[src/cam_stream_pkg.sv]
package cam_stream_pkg;

    //////////////////////////////////////////////////////////////////////
    // pixel stream types

    // row or column index inside a frame
    typedef logic [15:0] pos_t;

    // one camera beat, both channels side by side
    typedef struct packed {
        logic       valid;
        logic       sof;
        logic [7:0] chan0;
        logic [7:0] chan1;
    } pix_pair_t;

    // top-left corner of the crop window
    typedef struct packed {
        pos_t row;
        pos_t col;
    } roi_corner_t;

    // single mode sends chan0 only
    typedef enum logic {
        CHAN_DUAL   = 1'b0,
        CHAN_SINGLE = 1'b1
    } chan_mode_e;

    //////////////////////////////////////////////////////////////////////
    // host link

    // one byte on the host link, either direction
    typedef struct packed {
        logic       valid;
        logic [7:0] data;
    } host_byte_t;

    // frame header, top byte goes out first
    localparam int          MAGIC_BYTES = 8;
    localparam logic [63:0] FRAME_MAGIC = 64'h42_49_56_46_52_41_4D_45;

endpackage

[src/host_cmd_pkg.sv]
package host_cmd_pkg;

    //////////////////////////////////////////////////////////////////////
    // command word layout

    // number of host bytes in one command, address first
    localparam int CMD_BYTES = 6;

    // data word, its meaning depends on the register address
    typedef union packed {
        cam_stream_pkg::roi_corner_t corner;
        logic [31:0]                 mode_word;
    } cmd_data_u;

    typedef struct packed {
        logic        valid;
        logic [15:0] addr;
        cmd_data_u   data;
    } host_cmd_t;

    //////////////////////////////////////////////////////////////////////
    // register map

    localparam logic [15:0] REG_ROI_CORNER = 16'h0000;
    localparam logic [15:0] REG_CHAN_MODE  = 16'h0001;

    // mode word bit 0 selects the channel mode
    // 0 = dual channel, 1 = chan0 only
    localparam int MODE_CHAN_BIT = 0;

endpackage

[src/roi_settings_regs.sv]
`timescale 1ns/1ps

module roi_settings_regs #(
    parameter int FRAME_WIDTH = 640,
    parameter int ROI_WIDTH   = 500
) (
    input  logic                        core_clk,
    input  logic                        sys_reset,
    input  host_cmd_pkg::host_cmd_t     cmd_i,
    output cam_stream_pkg::roi_corner_t roi_corner_o,
    output cam_stream_pkg::chan_mode_e  chan_mode_o
);
    import cam_stream_pkg::*;
    import host_cmd_pkg::*;

    // window top aligned and centered horizontally
    localparam pos_t DEFAULT_COL = pos_t'((FRAME_WIDTH - ROI_WIDTH) / 2);

    roi_corner_t corner_q;
    chan_mode_e  mode_q;

    //////////////////////////////////////////////////////////////////////
    // register writes

    always_ff @(posedge core_clk) begin
        if (sys_reset) begin
            corner_q.row <= '0;
            corner_q.col <= DEFAULT_COL;
            mode_q       <= CHAN_DUAL;
        end else if (cmd_i.valid) begin
            case (cmd_i.addr)
                REG_ROI_CORNER: begin
                    // row in the upper half of the word
                    corner_q <= cmd_i.data.corner;
                end
                REG_CHAN_MODE: begin
                    mode_q <= chan_mode_e'(cmd_i.data.mode_word[MODE_CHAN_BIT]);
                end
                default: begin
                    // addresses outside this bank
                end
            endcase
        end
    end

    // levels, held until the next write
    assign roi_corner_o = corner_q;
    assign chan_mode_o  = mode_q;

endmodule

[config.mk]
export PLATFORM = sky130hd
export DESIGN_NAME = roi_settings_regs
export DESIGN_NICKNAME = d
export VERILOG_FILES = /design/src/cam_stream_pkg.sv /design/src/host_cmd_pkg.sv /design/src/roi_settings_regs.sv
export SDC_FILE = /design/constraint.sdc
export NUM_CORES = 1
export LEC_CHECK = 0
export ABC_AREA = 1
export BUFFER_PORTS_ARGS = -buffer_cell sky130_fd_sc_hd__buf_2
export CAP_MARGIN = 20
export CORE_UTILIZATION = 35
export CTS_BUF_LIST = sky130_fd_sc_hd__clkbuf_4 sky130_fd_sc_hd__clkbuf_8 sky130_fd_sc_hd__clkbuf_16
export DETAILED_ROUTE_END_ITERATION = 16
export GPL_ROUTABILITY_DRIVEN = 0
export HOLD_SLACK_MARGIN = 0.08
export PLACE_DENSITY = 0.78
export SKIP_CTS_REPAIR_TIMING = 1
export SLEW_MARGIN = 20
export SYNTH_ARGS = -nofsm -noshare
export SYNTH_HDL_FRONTEND = slang
export SYNTH_SLANG_ARGS = --single-unit
export TNS_END_PERCENT = 5
[constraint.sdc]
create_clock -name core_clk -period 1.42 [get_ports core_clk]
set_input_delay 0.213 -clock core_clk [delete_from_list [all_inputs] [get_ports core_clk]]
set_output_delay 0.213 -clock core_clk [all_outputs]
set_load 0.01 [all_outputs]
==> impl_metrics.yaml <==
cells_and_area:
  syn2layout_area_growth_pct: 40.2
  nets: 357
  antennaDiodeCount: 0
  drive_gt1_share_pct: 32.2
  finalNonFillerCells: 355
  post-route-util_pct: 53.0
detailed_routing:
  wl_per_cell_um: 8.12
  vias: 1415
  detail-route-antenna-nets: 0
  drc: 0
  viasPerCell: 3.99
  routed_wl_um: 2880
  first_iter_violations: 97
  drtPass1Iterations: 4
synth:
  synth_top_cell_area_share_pct: 46.0
  yosysSeqAreaShare_pct: 46.0
  synth.cell_area_mm2: 0.00144
  yosysUniqueCellTypes: 13
  synth-async-reset-ratio_pct: 0
  synth-edff-count: 0
  ys.flop_type: "dfxtp_1"
  synth-seq-cells: 33
  yosys_warnings: 0
  synth_fp_nets: 272
  avgSynthCellArea_um2: 6.50
  ys_top_cells_by_count: "nor2_1, nand2_1, dfxtp_1, inv_1, nand3_1"
  synthCells: 221
  synthTopCellsByArea: "dfxtp_1, nor2_1, nand2_1"
  synth.most_common_cell: "nor2_1"
  yosysTopAreaCell: "dfxtp_1"
sta:
  period_share_pct: 73.8
  final_hold_viol_count: 0
  finalSetupTns_ns: 0
  setup_viol: 0
  maxSlewHeadroom_pct: 77.4
  finalMaxSlewViolations: 0
  tightest_slew_ns: 0.338
  finalCriticalPeriod_ns: 1.05
  skew_ns: 0
  rsz0062_at_grt: "no"
  max_freq_mhz: 954
floorplan:
  die_x_um: 66.1
  dieArea_mm2: 0.00436
  ios: 84
  row_count: 22
  core_mm2: 0.00380
  initial_core_util_pct: 37.8
  fp.dieH_um: 66.1
power_and_ir_drop:
  irDropWorstVdd_uv: 692
  p_leak_nw: 1.23
  power-per-cell-area_mw_per_mm2: 960
worst_setup_path:
  start_kind: "input port"
  reg2reg_depth: 4
  cp-end-kind: "flip-flop"
  crit_fanout: 61
  critPathRequiredTime_ns: 1.63
  crit_type: "in -> reg"
  crit_arrival_ns: 1.26
cts:
  clock_path_buffers: 2
  cts-root-buf: "clkbuf_8"
  h-tree-depth: 2
  numCtsBuffers: 5
  cts_tree: "done"
  clock-sinks: 33
  clock_latency_ns: 0.27
  clk_pin_slew_worst_paths_ns: 0.07
status:
  outcome: "finished clean"
place:
  dp_cells: 347
  portBuffers: 83
  dpl.hpwl_um: 2020
min_path:
  hold_path.class: "in -> reg"
  holdPathStages: 3
global_route:
  grt_overflow: 0
  grt_start_max_net_pins: 62
  grt_pass1_wl_um: 4890
  gr-usage-all-layers_pct: 14.5
  grt_antenna_before_repair: 0
  grt_pass1_vias: 1283
run:
  cap_viol_max_count: 0
registers in the layout, summed over array words and instances, names as in the netlist:
| register | cells |
|---|---|
| chan_mode_o | 1 |
| roi_corner_o | 32 |
final timing paths:
path,startpoint,endpoint,slack [ns]
worst max-delay path,cmd_i[33],roi_corner_o[20]$_SDFFE_PP0P_,0.37
worst min-delay path,cmd_i[30],roi_corner_o[30]$_SDFFE_PP0P_,0.15
worst max register to register,roi_corner_o[26]$_SDFFE_PP0P_,roi_corner_o[26]$_SDFFE_PP0P_,0.78
worst min register to register,roi_corner_o[1]$_SDFFE_PP1P_,roi_corner_o[1]$_SDFFE_PP1P_,0.46
worst max-delay path, cell delays in order:
cell and delay [ns]:
buf_2 0.09, or2_1 0.25, nor2_4 0.18, nand3_4 0.09
buf_12 0.19, nand2_1 0.09, nand2_1 0.05, nor2_1 0.10
metal layers:
metal	GRT usage, %	share of wire (%)
met1	15.5	48
met2	25.9	43
met3	4.31	7.7
met4	6.38	0.87
met5	0	0
stage by stage:
stage	hold WS (ns)	worst slack, ns	power (mW)	area (um2)
3_3_place_gp	0.437	0.116	1.04	1890
2_1_floorplan	0.348	0.241	0.971	1440
4_1_cts	0.144	0.366	1.97	2010
5_1_grt	0.149	0.260	2.01	2010
3_5_place_dp	0.438	0.0751	1.05	1890
6_report	0.151	0.372	1.93	2010
report_power, final:
part / switching, mW / internal, mW / total [mW]
registers: 0.00000653 / 0.925 / 0.925
clock network: 0.320 / 0.591 / 0.910
logic: 0.0420 / 0.0562 / 0.0983
total: 0.362 / 1.57 / 1.93
cell families (layout without fill, tap and decap cells):
logic type / Yosys count / count (layout) / share of synthesized area [%]
simple gates: 146 / 146 / 41.2
flops: 33 / 33 / 46.0
buf+inv: 42 / 128 / 12.8
area by class of cell:
type / instances / area (um2)
Fill cell: 380 / 1780
Sequential cell: 33 / 661
Multi-Input combinational cell: 146 / 592
Timing Repair Buffer: 87 / 458
Inverter: 33 / 124
Clock buffer: 7 / 90.1
Tap cell: 48 / 60.1
Clock inverter: 1 / 30.0
placed cells by master, fill, tap and decap left out:
cell type,count
nor2_4,1
or2_1,2
buf_2,83
buf_4,3
nand3_4,1
nand3_1,4
buf_12,1
nor2_2,2
clkbuf_8,6
dfxtp_1,33
bufinv_16,1
nor2_1,67
nand2_1,66
nand4_1,3
inv_1,33
clkbuf_4,1
(Power assumes the default switching activity.)
