**src/cam_stream_pkg.sv**
```systemverilog
package cam_stream_pkg;

    //////////////////////////////////////////////////////////////////////
    // pixel stream types

    // row or column index inside a frame
    typedef logic [15:0] pos_t;

    // one camera beat, both channels side by side
    typedef struct packed {
        logic       valid;
        logic       sof;
        logic [7:0] chan0;
        logic [7:0] chan1;
    } pix_pair_t;

    // top-left corner of the crop window
    typedef struct packed {
        pos_t row;
        pos_t col;
    } roi_corner_t;

    // single mode sends chan0 only
    typedef enum logic {
        CHAN_DUAL   = 1'b0,
        CHAN_SINGLE = 1'b1
    } chan_mode_e;

    //////////////////////////////////////////////////////////////////////
    // host link

    // one byte on the host link, either direction
    typedef struct packed {
        logic       valid;
        logic [7:0] data;
    } host_byte_t;

    // frame header, top byte goes out first
    localparam int          MAGIC_BYTES = 8;
    localparam logic [63:0] FRAME_MAGIC = 64'h42_49_56_46_52_41_4D_45;

endpackage

```
**src/host_cmd_pkg.sv**
```systemverilog
package host_cmd_pkg;

    //////////////////////////////////////////////////////////////////////
    // command word layout

    // number of host bytes in one command, address first
    localparam int CMD_BYTES = 6;

    // data word, its meaning depends on the register address
    typedef union packed {
        cam_stream_pkg::roi_corner_t corner;
        logic [31:0]                 mode_word;
    } cmd_data_u;

    typedef struct packed {
        logic        valid;
        logic [15:0] addr;
        cmd_data_u   data;
    } host_cmd_t;

    //////////////////////////////////////////////////////////////////////
    // register map

    localparam logic [15:0] REG_ROI_CORNER = 16'h0000;
    localparam logic [15:0] REG_CHAN_MODE  = 16'h0001;

    // mode word bit 0 selects the channel mode
    // 0 = dual channel, 1 = chan0 only
    localparam int MODE_CHAN_BIT = 0;

endpackage

```
**src/cmd_word_assembler.sv**
```systemverilog
`timescale 1ns/1ps

module cmd_word_assembler (
    input  logic                       core_clk,
    input  logic                       sys_reset,
    input  cam_stream_pkg::host_byte_t host_rx_i,
    output host_cmd_pkg::host_cmd_t    cmd_o
);
    import host_cmd_pkg::*;

    localparam int CNT_W = $clog2(CMD_BYTES);
    localparam int SH_W  = CMD_BYTES * 8;

    logic [SH_W-1:0]  shift_q;
    logic [CNT_W-1:0] byte_cnt_q;
    logic             cmd_valid_q;

    // payload, first byte ends up on top
    always_ff @(posedge core_clk) begin
        if (host_rx_i.valid) begin
            shift_q <= {shift_q[SH_W-9:0], host_rx_i.data};
        end
    end

    // byte count and command strobe
    always_ff @(posedge core_clk) begin
        if (sys_reset) begin
            byte_cnt_q  <= '0;
            cmd_valid_q <= 1'b0;
        end else begin
            cmd_valid_q <= 1'b0;
            if (host_rx_i.valid) begin
                if (byte_cnt_q == CNT_W'(CMD_BYTES - 1)) begin
                    byte_cnt_q  <= '0;
                    cmd_valid_q <= 1'b1;
                end else begin
                    byte_cnt_q <= byte_cnt_q + 1'b1;
                end
            end
        end
    end

    // address in the top two bytes, data word below
    always_comb begin
        cmd_o.valid              = cmd_valid_q;
        {cmd_o.addr, cmd_o.data} = shift_q;
    end

endmodule

```
**config.mk**
```make
export PLATFORM = sky130hd
export DESIGN_NAME = cmd_word_assembler
export DESIGN_NICKNAME = d
export VERILOG_FILES = /design/src/cam_stream_pkg.sv /design/src/host_cmd_pkg.sv /design/src/cmd_word_assembler.sv
export SDC_FILE = /design/constraint.sdc
export NUM_CORES = 1
export LEC_CHECK = 0
export ABC_AREA = 1
export BUFFER_PORTS_ARGS = -buffer_cell sky130_fd_sc_hd__buf_2
export CAP_MARGIN = 5
export CORE_MARGIN = 2
export CORE_UTILIZATION = 42
export DETAILED_ROUTE_END_ITERATION = 10
export MAX_ROUTING_LAYER = met4
export PLACE_DENSITY = 0.8
export SYNTH_ARGS = -nofsm -noshare
export SYNTH_HDL_FRONTEND = slang
export SYNTH_SLANG_ARGS = --single-unit
```
**constraint.sdc**
```tcl
create_clock -name core_clk -period 0.8 [get_ports core_clk]
set_input_delay 0.12 -clock core_clk [delete_from_list [all_inputs] [get_ports core_clk]]
set_output_delay 0.12 -clock core_clk [all_outputs]
set_load 0.005 [all_outputs]
```
==> results.md <==
- Final critical-path share of the clock period: 120%
- Kind of critical path: flip-flop to output port
- Remaining global-route overflow: 0
- Die Wd: 65.7 um
- Class of the worst hold path: input pin to flip-flop
- Startpoint types: flip-flop
- Die ar.: between 4000 and 5000 um2
- Simple-Gate Fraction of Synth Area: 3.29%
- Outcome: finished, violations left
- Rel. slew slack: 88.9%
- Total GRT Usage: 14.2%
- Vias in the first global route: around 940
- Setup Skew: between 0.005 and 0.006 ns
- Unrepaired setup endpoints after global routing: true
- Initial Util: 43.6%
- Worst EP required: 0.68 ns
- Design Area, Final: 2340 um2
- Slowest CP cell: edfxtp_1
- Clock sink count: 52
- Worst reg-to-reg path cell count: 2
- Post-synthesis mux area share: 0%
- Tot Pwr: 5320 uW
- Clock latency on the worst-skew pair: 0.29 ns
- Pins Over Slew Limit: 0
- Placed inst area: 1990 um2
- Synth unique cells: 8
- Met3 Use GR: 5.82%
- # IOs: 60
- Dominant cell type by area after synthesis: edfxtp_1
- Post-route ant nets: 0
- N_diodes: 0
- Synth warnings: 0
- Total leakage power: between 0.0009 and 0.001 uW
- Synth top area cells: edfxtp_1 90%, dfxtp_1 5.0%, nand2_1 1.4%, inv_1 0.94%, nor2_1 0.94%
- XOR/XNOR Fraction of Synth Area: 0%
- Core Box Area: 3660 um2
- Nature of the critical path endpoint: output port
- Transition time at the pin with the least slew margin: 0.167 ns
- CP cell instances: buf_2
- Arr. time, crit path: 0.84 ns
- Residual DRC: 0
- Non-Filler Instances: 214
- Max-cap violation count: 0
- Hold_ws: 0.172 ns
- Largest family of logic cells by synthesized area: simple AND/OR/NAND/NOR gates
- Syn Inst Count: 70
- Peak Freq: about 1.0 GHz
- Crit-path max FO: 2
- # rows: 22
- Net Count, Synth: 81
- DRT iter0 DRCs: 58
- Max incr delay on CP: 0.40 ns
- Maximum vdd drop: 1520 uV
- Synth Area in Compound Gates: 0%
- Final hold viol count: 0
- CTS tree: built
- Top cell type's share of synthesized area: 90.3%
- First drt pass iteration count: 2
- Routed len/inst: 12.7 um
- Post-Route WL: 2730 um
- Post-route setup slack: -0.163 ns
- Synth Register Bits: 52
- Bufs on Longest Clock Path: 2
- Post-Place Cells: between 150 and 200
- Worst path top cell family by delay: flip-flops
- Vias: ~940
- CP Depth: 1
- Buf+Inv Stages, Crit Path: 1
- Cell Pwr Density: 2270 nW/um2
- IO buf count: 59
- CTS clk-pin slew, worst paths: 0.09 ns
- P&R area growth vs syn: 46.6%
- Initial antenna violation count: 0
- Cts bufs inserted: 5
- Routing usage on met2: 22.7%
- First-pass GRT wire length: 4200 um
- Fillers: 258
- Hold path depth: 3
- Endpoints failing setup: 50
- Synthesized area: 1600 um2
- Die Y: 65.7 um
- Fin nets: 176
- Global routing usage on met1: 16.2%
- Clk root buf: clkbuf_8
- Seq/Total Area, Yosys: 95.3%
- Final Wtd Congestion: 0.689
- Failing checks: negative setup slack
- Min Clock Period, post-route: 0.963 ns
- # H-tree levels: 2
- Adder-cell share of the synthesized area: 0%
- Vias per inst: ~4.4
- Syn avg cell area: 22.8 um2
- Share of cells above drive strength 1: 54.8%
- Gr busiest metal: met2
- Pin count of the biggest net entering global routing: 28
==> through the flow <==
| step | TNS [ns] | worst slack (ns) | utilization [%] |
|---|---|---|---|
| 2_1_floorplan | 0 | 0.143 | - |
| 3_3_place_gp | 0 | 0.0107 | 54.4 |
| 3_5_place_dp | -0.259 | -0.0102 | 54.4 |
| 4_1_cts | -7.07 | -0.180 | 62.7 |
| 5_1_grt | -9.02 | -0.222 | 63.9 |
| 6_report | -6.60 | -0.163 | 63.9 |
==> kinds of logic (layout without fill, tap and decap cells) <==
logic type	count (synthesis)	in the layout
buf+inv	5	101
flops	52	52
simple gates	13	13
==> metal layers <==
metal / vias up / part of all wire, %
li1: 446 / -
met1: 430 / 41
met2: 54 / 50
met3: 6 / 8.6
met4: 0 / 0.99
met5: - / 0
==> path summary, 6_finish.rpt <==
kind                                          endpoint  slack (ns)                   from
worst max-delay path                         cmd_o[12]       -0.16  shift_q[12]$_DFFE_PP_
worst min-delay path            cmd_valid_q$_SDFF_PP0_        0.17           host_rx_i[8]
worst max register to register   shift_q[43]$_DFFE_PP_       -0.06  shift_q[35]$_DFFE_PP_
worst min register to register   shift_q[30]$_DFFE_PP_        0.45  shift_q[22]$_DFFE_PP_
==> registers in the layout, indices dropped and copies added (netlist names) <==
signal / cells
cmd_valid_q: 1
shift_q: 48
byte_cnt_q: 3
==> placed cells by master (no fill, tap or decap), types with 2 or more instances in the layout <==
cell type / Yosys / final
buf_12: 0 / 2
buf_4: 1 / 18
inv_1: 4 / 3
clkbuf_8: 0 / 5
buf_2: 0 / 59
nand2_1: 6 / 6
edfxtp_1: 48 / 48
dlygate4sd3_1: 0 / 9
nor2_1: 4 / 4
dfxtp_1: 4 / 3
==> Yosys cell counts (all sizes together) <==
cell type	instances
inv	4
dfxtp	4
nand2	6
nor3	1
edfxtp	48
buf	1
nand3	2
nor2	4
==> cell type report <==
| cell class | count | area (um2) | area share, % |
|---|---|---|---|
| clock buffers | 6 | 72.6 | 3.10 |
| clock inverters | 2 | 35.0 | 1.50 |
| inverters | 4 | 15.0 | 0.642 |
| multi-input cells | 13 | 62.6 | 2.67 |
| flip-flops and latches | 52 | 1520 | 65.1 |
| well taps | 48 | 60.1 | 2.57 |
| repair buffers | 89 | 572 | 24.4 |
==> repair_timing <==
| action | in CTS | in global routing |
|---|---|---|
| hold buffers | 9 | 0 |
| hold endpoints to repair | 9 | 0 |
| endpoints found under the setup margin | 49 | 57 |
| pin swaps | 0 | 1 |
| buffers inserted | 14 | 6 |
| resized for setup | 0 | 5 |
==> report_power, final <==
group	leakage [uW]	total (uW)	switching, uW	internal [uW]
sequential	0.000503	3230	73.7	3160
clock	0.0000552	1680	754	928
combinational	0.000426	400	168	233
(Power assumes the default switching activity.)
