--- config.mk ---
export PLATFORM = sky130hd
export DESIGN_NAME = roi_crop
export DESIGN_NICKNAME = d
export VERILOG_FILES = /design/src/cam_stream_pkg.sv /design/src/roi_crop.sv
export SDC_FILE = /design/constraint.sdc
export NUM_CORES = 1
export LEC_CHECK = 0
export BUFFER_PORTS_ARGS = -buffer_cell sky130_fd_sc_hd__buf_2
export CORE_MARGIN = 10
export CORE_UTILIZATION = 55
export CTS_BUF_LIST = sky130_fd_sc_hd__clkbuf_4 sky130_fd_sc_hd__clkbuf_8
export DETAILED_ROUTE_END_ITERATION = 6
export PLACE_DENSITY_LB_ADDON = 0.08
export SETUP_SLACK_MARGIN = 0.02
export SYNTH_ARGS = -nofsm -noshare
export SYNTH_HDL_FRONTEND = slang
export SYNTH_SLANG_ARGS = --single-unit
--- constraint.sdc ---
create_clock -name core_clk -period 4.6 [get_ports core_clk]
set_input_delay 0.92 -clock core_clk [delete_from_list [all_inputs] [get_ports core_clk]]
set_output_delay 0.92 -clock core_clk [all_outputs]
set_load 0.02 [all_outputs]
--- src/cam_stream_pkg.sv ---
package cam_stream_pkg;

    //////////////////////////////////////////////////////////////////////
    // pixel stream types

    // row or column index inside a frame
    typedef logic [15:0] pos_t;

    // one camera beat, both channels side by side
    typedef struct packed {
        logic       valid;
        logic       sof;
        logic [7:0] chan0;
        logic [7:0] chan1;
    } pix_pair_t;

    // top-left corner of the crop window
    typedef struct packed {
        pos_t row;
        pos_t col;
    } roi_corner_t;

    // single mode sends chan0 only
    typedef enum logic {
        CHAN_DUAL   = 1'b0,
        CHAN_SINGLE = 1'b1
    } chan_mode_e;

    //////////////////////////////////////////////////////////////////////
    // host link

    // one byte on the host link, either direction
    typedef struct packed {
        logic       valid;
        logic [7:0] data;
    } host_byte_t;

    // frame header, top byte goes out first
    localparam int          MAGIC_BYTES = 8;
    localparam logic [63:0] FRAME_MAGIC = 64'h42_49_56_46_52_41_4D_45;

endpackage

--- src/roi_crop.sv ---
`timescale 1ns/1ps

module roi_crop #(
    parameter int FRAME_WIDTH  = 640,
    parameter int FRAME_HEIGHT = 480,
    parameter int ROI_WIDTH    = 500,
    parameter int ROI_HEIGHT   = 480
) (
    input  logic                        core_clk,
    input  logic                        sys_reset,
    input  cam_stream_pkg::pix_pair_t   pix_i,
    input  cam_stream_pkg::roi_corner_t roi_corner_i,
    output cam_stream_pkg::pix_pair_t   pix_o
);
    import cam_stream_pkg::*;

    pos_t        col_q;
    pos_t        row_q;
    roi_corner_t corner_q;
    pix_pair_t   pix_q;

    // position and window of the pixel at the input this cycle
    logic        frame_start;
    pos_t        cur_col;
    pos_t        cur_row;
    roi_corner_t cur_corner;
    pos_t        col_off;
    pos_t        row_off;
    logic        in_roi;
    logic        at_origin;

    assign frame_start = pix_i.valid && pix_i.sof;

    always_comb begin
        if (frame_start) begin
            cur_col    = '0;
            cur_row    = '0;
            cur_corner = roi_corner_i;
        end else begin
            cur_col    = col_q;
            cur_row    = row_q;
            cur_corner = corner_q;
        end
        col_off   = cur_col - cur_corner.col;
        row_off   = cur_row - cur_corner.row;
        in_roi    = (cur_col >= cur_corner.col) && (col_off < ROI_WIDTH) &&
                    (cur_row >= cur_corner.row) && (row_off < ROI_HEIGHT);
        at_origin = (col_off == '0) && (row_off == '0);
    end

    //////////////////////////////////////////////////////////////////////
    // row and column tracking

    always_ff @(posedge core_clk) begin
        if (sys_reset) begin
            col_q    <= '0;
            row_q    <= '0;
            // follow the settings bank until the first frame start
            corner_q <= roi_corner_i;
        end else if (pix_i.valid) begin
            // corner only changes at a frame start
            corner_q <= cur_corner;
            if (cur_col == pos_t'(FRAME_WIDTH - 1)) begin
                col_q <= '0;
                if (cur_row == pos_t'(FRAME_HEIGHT - 1)) begin
                    row_q <= '0;
                end else begin
                    row_q <= cur_row + 1'b1;
                end
            end else begin
                col_q <= cur_col + 1'b1;
                row_q <= cur_row;
            end
        end
    end

    // cropped output, one cycle behind the input
    always_ff @(posedge core_clk) begin
        if (sys_reset) begin
            pix_q.valid <= 1'b0;
        end else begin
            pix_q.valid <= pix_i.valid && in_roi;
        end
        pix_q.sof   <= in_roi && at_origin;
        pix_q.chan0 <= pix_i.chan0;
        pix_q.chan1 <= pix_i.chan1;
    end

    assign pix_o = pix_q;

endmodule

==> impl_metrics.toml <==
[logic_synthesis]
yosysMostFrequentCell = "nand2_1"
avgSynthCellArea_um2 = 8.91
synth.area.top_cells = "dfxtp_1 (18%), edfxtp_1 (17%), mux2i_1 (11%), ha_1 (7.4%), nand2_1 (4.1%)"
synth_nets = 727
synth-main-ff-cell = "dfxtp_1"
synth_edf_count = 32
yosys_warnings = 0
synth_seq_cells = 82
synth_area_leader_cell = "dfxtp_1"
async_flop_share = 0
yosysTopAreaCellShare = 0.175
syn_area_um2 = 5710
synth_common_cells = "nand2_1 (63), mux2i_1 (61), dfxtp_1 (50)"
yosys.cell_types.count = 73
syn-instance-count = 641
synth-seq-area-share = 0.344

[routing]
drc = 0
drtIter0Drc = 369
avgViaCountPerCell = 5.97
drtAntennaViolNets = 0
vias = 5025
post_drt_wl_per_cell_um = 18.1
routed_wl_um = 15200
drt-pass1-iter-count = 5

[sta]
min_period_ps = 3860
setup_tns_ps = 0
skew_ps = 8.36
drv_slew = 0
worst_hold_slack_ps = 460
worst_slew_pin_slew_ps = 568
rsz0062_at_grt = "no"
fmax_ghz = 0.259
finalHoldViolations = 0
min_period_over_period = 0.838
max_slew_margin = 0.622
finalSetupViolCount = 0

[finish]
area_growth_syn_to_layout_pct = 11.2
num_antenna_cells = 0
layout-drive-gt1-share = 0.163
fin_nets = 787
fillers = 884

[die]
die_h_um = 122
num_io_pins = 70
rows = 37
initial_core_util = 0.558
dieArea_um2 = 14900
core_region_area_um2 = 10200
die_w_um = 122

[cts]
cts_buffer_depth = 2
ctsHoldBuffers = 0
root_buffer = "clkbuf_8"
post_cts_buffers = 0
clk_pin_slew_ps = 100
cts_tree = "yes"
cts_resized = 0
cts_buffers = 9
cts.sinks = 82
htreeDepth = 3
clk-insertion-delay-late_ps = 380

[global_routing]
grt-ovfl-total = 0
grt_pass1_wl_um = 24500
grt_pass1_vias = 4813
grt_max_degree = 36
antenna_found_initial = 0
grt_usage = 0.204

[power]
power_density_nw_per_um2 = 265
switching_share = 0.316
p_seq_frac = 0.484
ir_worst_vdd_mv = 0.160
p_int_uw = 1150
power_frac_comb = 0.211
p_switching_uw = 531
leakagePower_uw = 0.00293
clkPwrFrac = 0.305

[place]
port_buffers = 69
dp_hpwl_um = 11700
routabilityCongestion = 0.991

[worst_setup_path]
critical_path.top_delay_family = "compound AO/OA/AOI/OAI gates"
path_cells = "buf_2 -> nand2_2 -> buf_12 -> mux2i_1 -> ha_1 -> a21oi_1 -> o21ai_0 -> inv_1 -> o211ai_1 -> a31o_2 -> xor2_1 -> or4_1 -> nor4_1"
required_ps = 4900
cp_slowest_stage_delay_ps = 500
cp.arrival_ps = 4150
cp-end-kind = "flip-flop"
crit_fanout = 29
crit_type = "primary input to flip-flop"
critPathBufInv = 3
cp-start-kind = "primary input"
cp_slowest_cell = "or4_1"

[job]
cap_violations = 0

[min_path]
hold_path.class = "flip-flop to flip-flop"

[run_status]
status = "completed"
[cell families (layout without fill, tap and decap cells)]
family | Yosys count | after routing | share of synthesized area
XOR/XNOR | 21 | 21 | 0.0322
flip-flops | 82 | 82 | 0.344
multiplexers | 65 | 65 | 0.115
AO/OA/AOI/OAI | 169 | 169 | 0.195
adder cells (fa/ha/maj) | 34 | 34 | 0.0745
AND/OR/NAND/NOR | 194 | 194 | 0.184
buffers and inverters | 76 | 141 | 0.0554
[power by group through the flow]
stage / Combinational [uW] / Sequential (uW) / Clock (uW)
after floorplan: 240 / 837 / 0
after CTS: 351 / 814 / 518
after global placement: 342 / 829 / 0
after global routing: 392 / 820 / 543
after detailed placement: 349 / 831 / 0
final: 355 / 814 / 513
[layout by cell type (no fill, tap or decap), types with 6 or more instances in the layout]
cell type / Yosys / layout
buf_2: 8 / 69
nand2_1: 63 / 62
mux2i_1: 61 / 61
dfxtp_1: 50 / 50
inv_1: 49 / 49
a21oi_1: 38 / 38
o21ai_0: 34 / 34
ha_1: 34 / 34
edfxtp_1: 32 / 32
and2_1: 26 / 26
nor2_1: 22 / 22
o21ai_1: 19 / 19
nand3_1: 13 / 13
nand4_1: 12 / 12
xor2_1: 11 / 11
xnor2_1: 10 / 10
nand2b_1: 10 / 10
and3_1: 9 / 9
a31oi_1: 9 / 9
clkbuf_8: 1 / 9
o31ai_1: 8 / 8
a21o_1: 6 / 6
and4_1: 6 / 6
[layer usage]
metal	GRT usage	part of all wire
met1	0.255	0.43
met5	0	0
met4	0.0633	0.018
met2	0.346	0.49
met3	0.0402	0.056
[sequential cells by signal, summed over array words and instances, names as in the netlist]
signal,count
corner_q,32
pix_o,18
col_q,16
row_q,16
[final cells by class]
class / count / area, um^2 / share of cell area
Tap cell: 136 / 170 / 0.0268
Multi-Input combinational cell: 483 / 3430 / 0.541
Inverter: 49 / 184 / 0.0290
Clock inverter: 6 / 47.5 / 0.00748
Sequential cell: 82 / 1960 / 0.309
Timing Repair Buffer: 76 / 423 / 0.0666
Clock buffer: 10 / 131 / 0.0207
[path summary, 6_finish.rpt]
check	from	to	slack, ps	cells after the start
max	pix_i[17]	pix_o[17]$_SDFF_PP0_	740	13
min	row_q[11]$_SDFFE_PP0P_	row_q[11]$_SDFFE_PP0P_	460	2
max reg2reg	corner_q[17]$_DFFE_PP_	pix_o[17]$_SDFF_PP0_	1460	10
min reg2reg	row_q[11]$_SDFFE_PP0P_	row_q[11]$_SDFFE_PP0P_	460	2
[worst reg2reg max path: stages (launching register included)]
cell	delay, ps
edfxtp_1	400
mux2i_1	260
ha_1	300
nor2b_1	150
o21ba_2	230
or3_1	440
a31oi_2	290
o22ai_1	110
a2111oi_0	410
nand4_1	170
nor4_1	290
[metrics by stage]
step | total power, uW | worst slack (ps) | instances | utilization | area (um^2)
after floorplan | 1080 | 42.8 | 641 | - | 5710
final | 1680 | 744 | 842 | 0.621 | 6350
after global placement | 1170 | 458 | 826 | 0.603 | 6170
after detailed placement | 1180 | 376 | 826 | 0.603 | 6170
after global routing | 1750 | 432 | 842 | 0.621 | 6350
after CTS | 1680 | 763 | 842 | 0.621 | 6350
Note: power is estimated with default switching activity, not from simulation.
