`config.mk`:
```
export PLATFORM = sky130hd
export DESIGN_NAME = frame_serializer
export DESIGN_NICKNAME = d
export VERILOG_FILES = /design/src/cam_stream_pkg.sv /design/src/frame_serializer.sv
export SDC_FILE = /design/constraint.sdc
export NUM_CORES = 1
export LEC_CHECK = 0
export BUFFER_PORTS_ARGS = -buffer_cell sky130_fd_sc_hd__buf_2
export CORE_MARGIN = 2
export CORE_UTILIZATION = 51
export CTS_CLUSTER_SIZE = 14
export DETAILED_ROUTE_END_ITERATION = 10
export PLACE_DENSITY_LB_ADDON = 0.3
export SYNTH_ARGS = -nofsm -noshare
export SYNTH_HDL_FRONTEND = slang
export SYNTH_SLANG_ARGS = --single-unit
```
`constraint.sdc`:
```
create_clock -name core_clk -period 3.7 [get_ports core_clk]
set_input_delay 0.555 -clock core_clk [delete_from_list [all_inputs] [get_ports core_clk]]
set_output_delay 0.555 -clock core_clk [all_outputs]
set_load 0.05 [all_outputs]
```
`src/cam_stream_pkg.sv`:
```
package cam_stream_pkg;

    //////////////////////////////////////////////////////////////////////
    // pixel stream types

    // row or column index inside a frame
    typedef logic [15:0] pos_t;

    // one camera beat, both channels side by side
    typedef struct packed {
        logic       valid;
        logic       sof;
        logic [7:0] chan0;
        logic [7:0] chan1;
    } pix_pair_t;

    // top-left corner of the crop window
    typedef struct packed {
        pos_t row;
        pos_t col;
    } roi_corner_t;

    // single mode sends chan0 only
    typedef enum logic {
        CHAN_DUAL   = 1'b0,
        CHAN_SINGLE = 1'b1
    } chan_mode_e;

    //////////////////////////////////////////////////////////////////////
    // host link

    // one byte on the host link, either direction
    typedef struct packed {
        logic       valid;
        logic [7:0] data;
    } host_byte_t;

    // frame header, top byte goes out first
    localparam int          MAGIC_BYTES = 8;
    localparam logic [63:0] FRAME_MAGIC = 64'h42_49_56_46_52_41_4D_45;

endpackage

```
`src/frame_serializer.sv`:
```
`timescale 1ns/1ps

module frame_serializer (
    input  logic                       core_clk,
    input  logic                       sys_reset,
    input  cam_stream_pkg::pix_pair_t  head_i,
    input  logic                       not_empty_i,
    input  cam_stream_pkg::chan_mode_e chan_mode_i,
    input  logic                       host_ready_i,
    output logic                       pop_o,
    output cam_stream_pkg::host_byte_t host_tx_o
);
    import cam_stream_pkg::*;

    localparam int MAG_W = $clog2(MAGIC_BYTES);

    typedef enum logic [1:0] {
        ST_CHAN0,
        ST_HEADER,
        ST_CHAN1
    } ser_state_e;

    ser_state_e       state_q;
    logic [MAG_W-1:0] mag_cnt_q;
    logic             hdr_done_q;
    chan_mode_e       mode_q;
    host_byte_t       tx_q;

    logic             need_hdr;
    logic             pending;
    logic [7:0]       next_byte;
    logic             send;

    // a frame start entry gets the magic header before its own bytes
    assign need_hdr = not_empty_i && head_i.sof && !hdr_done_q;

    always_comb begin
        pending   = 1'b0;
        next_byte = head_i.chan0;
        case (state_q)
            ST_HEADER: begin
                pending   = 1'b1;
                next_byte = FRAME_MAGIC[(MAGIC_BYTES - 1 - int'(mag_cnt_q)) * 8 +: 8];
            end
            ST_CHAN1: begin
                pending   = 1'b1;
                next_byte = head_i.chan1;
            end
            default: begin
                pending = not_empty_i && !need_hdr;
            end
        endcase
    end

    assign send  = pending && host_ready_i;
    assign pop_o = send && ((state_q == ST_CHAN1) ||
                            ((state_q == ST_CHAN0) && (mode_q == CHAN_SINGLE)));

    //////////////////////////////////////////////////////////////////////
    // state machine

    always_ff @(posedge core_clk) begin
        if (sys_reset) begin
            state_q    <= ST_CHAN0;
            mag_cnt_q  <= '0;
            hdr_done_q <= 1'b0;
            mode_q     <= CHAN_DUAL;
        end else begin
            case (state_q)
                ST_CHAN0: begin
                    if (need_hdr) begin
                        state_q   <= ST_HEADER;
                        mag_cnt_q <= '0;
                        // mode is fixed for the whole frame
                        mode_q    <= chan_mode_i;
                    end else if (send && (mode_q == CHAN_DUAL)) begin
                        state_q <= ST_CHAN1;
                    end
                end
                ST_HEADER: begin
                    if (send) begin
                        mag_cnt_q <= mag_cnt_q + 1'b1;
                        if (mag_cnt_q == MAG_W'(MAGIC_BYTES - 1)) begin
                            state_q    <= ST_CHAN0;
                            hdr_done_q <= 1'b1;
                        end
                    end
                end
                ST_CHAN1: begin
                    if (send) begin
                        state_q <= ST_CHAN0;
                    end
                end
                default: begin
                    state_q <= ST_CHAN0;
                end
            endcase
            if (pop_o) begin
                hdr_done_q <= 1'b0;
            end
        end
    end

    // registered byte out
    always_ff @(posedge core_clk) begin
        if (sys_reset) begin
            tx_q.valid <= 1'b0;
        end else begin
            tx_q.valid <= send;
        end
        tx_q.data <= next_byte;
    end

    assign host_tx_o = tx_q;

endmodule

```
==> results of run 1 <==
==> synthesized netlist by cell type, types with 2 or more instances <==
cell	count	area, um^2
mux2i_1	7	70.1
nand2_1	5	18.8
nor3_1	2	10.0
dfxtp_1	16	320
or3_1	2	12.5
a22oi_1	2	15.0
ha_1	8	100
nor2_1	10	37.5
nand3_1	7	35.0
clkbuf_1	2	7.51
a21oi_1	13	65.1
o21ai_0	2	10.0
nand2b_2	2	17.5
inv_1	8	30.0
o211ai_1	2	15.0
o31ai_1	3	22.5
==> path summary, 6_finish.rpt <==
kind              depth (start not counted)  slack, ps           end
setup / recovery                          5       1040         pop_o
hold / removal                            2        460  host_tx_o[0]
setup reg to reg                          6       1710    state_q[1]
hold reg to reg                           2        500    state_q[0]
==> layout make-up <==
cell class                 instances  area share (%)
timing repair buffer              31            14.0
inverter                          10            3.61
multi-input combinational         76            47.4
clock buffer                       4            3.27
sequential                        16            28.9
tap                               25            2.82
==> logic make-up (layout without fill, tap and decap cells) <==
group | Yosys count | after routing | share of synthesized area [%]
multiplexers | 7 | 7 | 7.70
flip-flops | 16 | 16 | 35.2
AND/OR/NAND/NOR | 35 | 35 | 20.9
buffers and inverters | 14 | 45 | 7.01
adder cells (fa/ha/maj) | 8 | 8 | 11.0
AO/OA/AOI/OAI | 26 | 26 | 18.2
==> metal layers <==
metal  part of all wire [%]  track usage (%)  vias to the layer above  wire [um]
met5                      0                0                        -          0
met2                     49             31.7                       25        934
met3                    4.4             3.53                        7         84
met1                     45             24.0                      382        856
li1                       -                -                      435          -
met4                    2.0             8.57                        0         39
==> power by group through the flow <==
stage | combinational (mW) | sequential, mW | clock [mW]
final | 0.247 | 0.210 | 0.120
after global routing | 0.266 | 0.213 | 0.128
after CTS | 0.248 | 0.210 | 0.120
after detailed placement | 0.246 | 0.214 | 0
after global placement | 0.241 | 0.214 | 0
after floorplan | 0.0980 | 0.309 | 0
==> flip-flops by register name, indices dropped and copies added, names as in the netlist <==
signal,cells
hdr_done_q,1
host_tx_o,9
mag_cnt_q,3
mode_q,1
state_q,2
==> per-stage QoR <==
| stage | worst slack, ps | power (mW) | util (%) | instances | instance area [um^2] |
|---|---|---|---|---|---|
| 2_1_floorplan | 1080 | 0.407 | - | 106 | 910 |
| 4_1_cts | 1030 | 0.577 | 64.9 | 162 | 1110 |
| 6_report | 1040 | 0.577 | 64.9 | 162 | 1110 |
| 5_1_grt | 889 | 0.607 | 64.9 | 162 | 1110 |
| 3_5_place_dp | 1360 | 0.460 | 62.8 | 158 | 1070 |
| 3_3_place_gp | 1400 | 0.455 | 62.8 | 158 | 1070 |
==> metrics.md, run 1 <==
| Metric | Value |
|---|---|
| Status | completed |
| Critical path startpoint category | flop |
| Die area | 2140 um^2 |
| Crit path required time | about 3100 ps |
| Gr ovfl total | 0 |
| Area growth, synth to finish | 21.9% |
| Largest net degree at the start of global routing | 21 |
| Diode count | 0 |
| Vias in the first global route | between 600 and 700 |
| # port buffers | 31 |
| Layout cell share with drive strength beyond 1 | between 20 and 30% |
| Max-slew violation count | 0 |
| Die Y | about 46 um |
| Cell Pwr Density | about 520 nW/um^2 |
| Gr usage total | between 10% and 20% |
| Commonest non-fill, non-tap cell in the layout | buf_2 |
| Final setup violation count | 0 |
| Final HPWL DP | between 1 and 1.5 mm |
| CP Buf/Inv Count | 2 |
| Die Wd | roughly 46 um |
| Final Cycle Share | between 70 and 80% |
| Syn Area/Cell | approximately 8.6 um^2 |
| Worst Path Max Fanout | 20 |
| Delay of the slowest critical-path stage | between 600 and 700 ps |
| VDD IR-drop max | roughly 0.00027 V |
| Reg clk slew, reported paths | 100 ps |
| Slowest CP cell | ha_1 |
| Distinct cell type count after synthesis | 31 |
| Drt drc | 0 |
| RSZ-0062 raised after global routing | false |
| Starting Density | between 50% and 60% |
| Final GP Congestion | 0.741 |
| Core ar. | about 1700 um^2 |
| Vias per std cell | approximately 5.2 |
| CP endpoint kind | output pin |
| Clk buf depth | 2 |
| Worst path cell trace | inv_1, ha_1, a21oi_1, nor3_1, buf_2 |
| CTS tree | done |
| Yosys warning count | 0 |
| FF+latch area | 320 um^2 |
| Worst R2R Start | state_q[0] |
| Main synth FF type | dfxtp_1 |
| Num ports | 33 |
| Clk pwr share | 20.8% |
| Register area share after synthesis | between 30% and 40% |
| Clock Latency Late Sink | approximately 300 ps |
| Hold Crit Class | primary input to flop |
| Fin Setup TNS | 0 ps |
| Switching portion of total power | between 40% and 50% |
| CP arrival | around 2100 ps |
| DR iter-0 viols | 23 |
| Setup Skew | roughly 5.2 ps |
| Routed WL per cell | ~12 um |
| H-tree depth | 1 |
| Total Nets Final | between 150 and 200 |
| Cell count after synthesis | 106 |
| DRT Pass-1 Iters | 4 |
| Routed Antenna Nets | 0 |
| Crit-path leading delay family | adder cells |
| Fill count | 162 |
| Async set-reset flop share out of synthesis | 0% |
| Hold_sp | head_i[8] |
| Sequential Power Share | ~36% |
| Final hold viol count | 0 |
| Via count | 849 |
| Num CTS Buffers | 3 |
| # Post-CTS Setup Buffers | 0 |
| Hold_buf cts | 0 |
| First-pass GRT wire length | roughly 2.9 mm |
| Initial antenna violation count | 0 |
| Resized cells post-CTS | 0 |
| Row count | 15 |
| CTS root buf | clkbuf_4 |
| Fmax | ~380 MHz |
| Slew margin rel. | approximately three fifths |
| Post-synthesis cell area | roughly 900 um^2 |
| Comb power frac | 42.9% |
| Lkg Pwr | between 0.5 and 0.6 nW |
| DRT Wirelength | about 1.9 mm |
| Syn nets | 137 |
| Worst slew pin tran | roughly 590 ps |
| Max_cap viols | 0 |
| Yosys reg bits | 16 |
| Final Hold Slack | approximately 460 ps |
| Worst Setup SP | state_q[0] |
| Internal Power | about 0.33 mW |
| Area of the multi-input gates | 526 um^2 |
| EDFF count, synth | 0 |
| CTS sink cnt | 16 |
| Commonest non-fill, non-tap cells in the layout | buf_2 (31), dfxtp_1 (16), a21oi_1 (13), nor2_1 (10) |
| Psw | 0.246 mW |
| Crit Path Class | flop to output pin |
| Tmin final | 2660 ps |
No activity file was read; power rests on OpenSTA's default activity.
==> run 2: changes to the inputs <==
ABC_AREA = 1   (was default)
CORE_UTILIZATION = 43   (was 51)
clock period = 2.4 ns   (was 3.7 ns; I/O delays follow)
==> run 2 against run 1 <==
Net effect: critical path depth up 2; critical endpoint unchanged; largest power group unchanged; clock-buffer cell count unchanged; via count down 3.9%; final cell count up 9.3%; first-iteration DRC count down 57%; non-clock buffer count unchanged; die area up 14%; worst setup slack worse by 890 ps; register-to-register slack worse by 990 ps; combinational power rose to 3.1 times the previous value.
==> metrics.md, run 2 <==
| Metric | Value |
|---|---|
| Fmax | approximately 440 MHz |
| Commonest non-fill, non-tap cells in the layout | buf_2 (31), nand2_1 (28), dfxtp_1 (16), inv_1 (13), nand3_1 (11) |
| CTS sink cnt | 16 |
| CP endpoint kind | output pin |
| Gr ovfl total | 0 |
| Distinct cell type count after synthesis | 22 |
| FF+latch area | 320 um^2 |
| RSZ-0062 raised after global routing | false |
| # port buffers | 31 |
| Cell count after synthesis | around 120 |
| Die Y | roughly 50 um |
| Final setup violation count | 0 |
| DR iter-0 viols | 10 |
| Max-slew violation count | 0 |
| Tmin final | 2250 ps |
| Vias in the first global route | 690 |
| Largest net degree at the start of global routing | 12 |
| Routed WL per cell | 10.1 um |
| Hold_buf cts | 0 |
| Status | completed |
| Critical path startpoint category | flop |
| # Post-CTS Setup Buffers | 0 |
| Starting Density | approximately 46% |
| Final HPWL DP | about 1.4 mm |
| Clk buf depth | 2 |
| Cell Pwr Density | 1240 nW/um^2 |
| Final Util | between 50% and 60% |
| Drt drc | 0 |
| Die Wd | 49.4 um |
| Async set-reset flop share out of synthesis | 0% |
| Fin Setup TNS | 0 ps |
| Num ports | 33 |
| H-tree depth | 1 |
| Lkg Pwr | 0.558 nW |
| VDD IR-drop max | between 0.0006 and 0.0007 V |
| Register area share after synthesis | roughly 36% |
| Core ar. | 1940 um^2 |
| Initial antenna violation count | 0 |
| Crit Path Class | flop to output pin |
| Diode count | 0 |
| First-pass GRT wire length | roughly 3 mm |
| Max_cap viols | 0 |
| DRT Wirelength | 1.80 mm |
| Fill count | ~200 |
| Layout cell share with drive strength beyond 1 | slightly below 30% |
| Yosys reg bits | 16 |
| Area growth, synth to finish | 22.5% |
| Slew margin rel. | about two thirds |
| Worst Path Max Fanout | 10 |
| Gr usage total | between 10% and 20% |
| CTS root buf | clkbuf_4 |
| Clock Latency Late Sink | about 280 ps |
| Max FFs per register | 9 |
| Main synth FF type | dfxtp_1 |
| Most used cell, CP | nand2_4 |
| Commonest non-fill, non-tap cell in the layout | buf_2 |
| Worst slack at placement | approximately 460 ps |
| Final GP Congestion | approximately 0.84 |
| Die area | roughly 2400 um^2 |
| Routed Antenna Nets | 0 |
| EDFF count, synth | 0 |
| Yosys warning count | 0 |
| CP arrival | between 1500 and 2000 ps |
| Top cells by area, synth | dfxtp_1 (36%), nand2_1 (12%), ha_1 (11%) |
| Final hold viol count | 0 |
| Slowest CP cell | ha_1 |
| Area of the multi-input gates | around 480 um^2 |
| Worst path cell trace | inv_1, ha_1, inv_6, nand2_4, nand2_4, nor2_1, buf_2 |
| Via count | a little over 800 |
| Reg clk slew, reported paths | approximately 90 ps |
| FF-to-FF setup slack | 720 ps |
| Resized cells post-CTS | 0 |
| DRT Pass-1 Iters | 4 |
| Syn nets | 149 |
| Setup Skew | 1.48 ps |
| Worst setup margin | ~150 ps |
| Worst slew pin tran | just under 500 ps |
| Crit path required time | slightly above 2000 ps |
| Syn Area/Cell | 7.50 um^2 |
| Num CTS Buffers | 3 |
| Most numerous cell in the Yosys netlist | nand2_1 |
| Delay of the slowest critical-path stage | between 500 and 600 ps |
| Final Cycle Share | around 94% |
| Top cells by count, synth | nand2_1 (28), dfxtp_1 (16), inv_1 (13), nand3_1 (11), nor2_1 (10) |
| Hold Crit Class | primary input to flop |
| Share of the synthesized area in the top cell type | between 30% and 40% |
| Row count | 16 |
| Vias per std cell | around 4.6 |
| Total Nets Final | about 180 |
| Synth area leader | dfxtp_1 |
| Post-route design area | 1080 um^2 |
| Post-synthesis cell area | 885 um^2 |
| CTS tree | done |
| DP Area | approximately 1000 um^2 |
==> run 2: cells by family after synthesis <==
family                     after synthesis  share of synthesized area [%]
buffers and inverters                   18                           9.90
and+or+nand+nor                         57                           29.1
AOI/OAI and AO/OA                       19                           13.4
adders and majority gates                8                           11.3
DFF                                     16                           36.2
==> run 2: cell type report <==
type,count,share of cell area [%]
multi-input combinational,84,44.0
clock buffer,4,3.35
sequential,16,29.6
tap,27,3.12
inverter,15,5.66
timing repair buffer,31,14.3
==> run 2: per-layer routing <==
| metal | vias up | wire [um] | part of all wire (%) | GRT usage [%] |
|---|---|---|---|---|
| li1 | 444 | - | - | - |
| met1 | 347 | 818 | 46 | 20.0 |
| met2 | 25 | 847 | 47 | 25.0 |
| met3 | 0 | 129 | 7.2 | 3.99 |
| met4 | 0 | 0 | 0 | 5.71 |
| met5 | - | 0 | 0 | 0 |
==> run 2: where the power goes <==
part,leakage [nW],internal [mW],switching [mW]
logic,0.404,0.210,0.560
registers,0.133,0.360,0.0430
clock network,0.0210,0.0922,0.0836
==> run 2: path summary, 6_finish.rpt <==
path / startpoint / to / cells after the start
hold / removal: sys_reset / state_q[0] / 2
hold reg to reg: mode_q / mode_q / 2
setup / recovery: state_q[0] / pop_o / 7
setup reg to reg: state_q[0] / mag_cnt_q[1] / 9
==> run 2: critical path, delay by kind of cell, from the launching register on <==
family                   cells  cell delay [ps]
flip-flops                   1              370
buffers and inverters        3              430
adder cells (fa/ha/maj)      1              530
AND/OR/NAND/NOR              3              280
==> run 2: through the flow <==
step                      power [mW]  cells  hold WS (ps)
after global placement          1.16    173           473
final                           1.35    177           256
after floorplan                 1.05    118           429
after global routing            1.44    177           244
after detailed placement        1.18    173           477
after CTS                       1.37    177           242
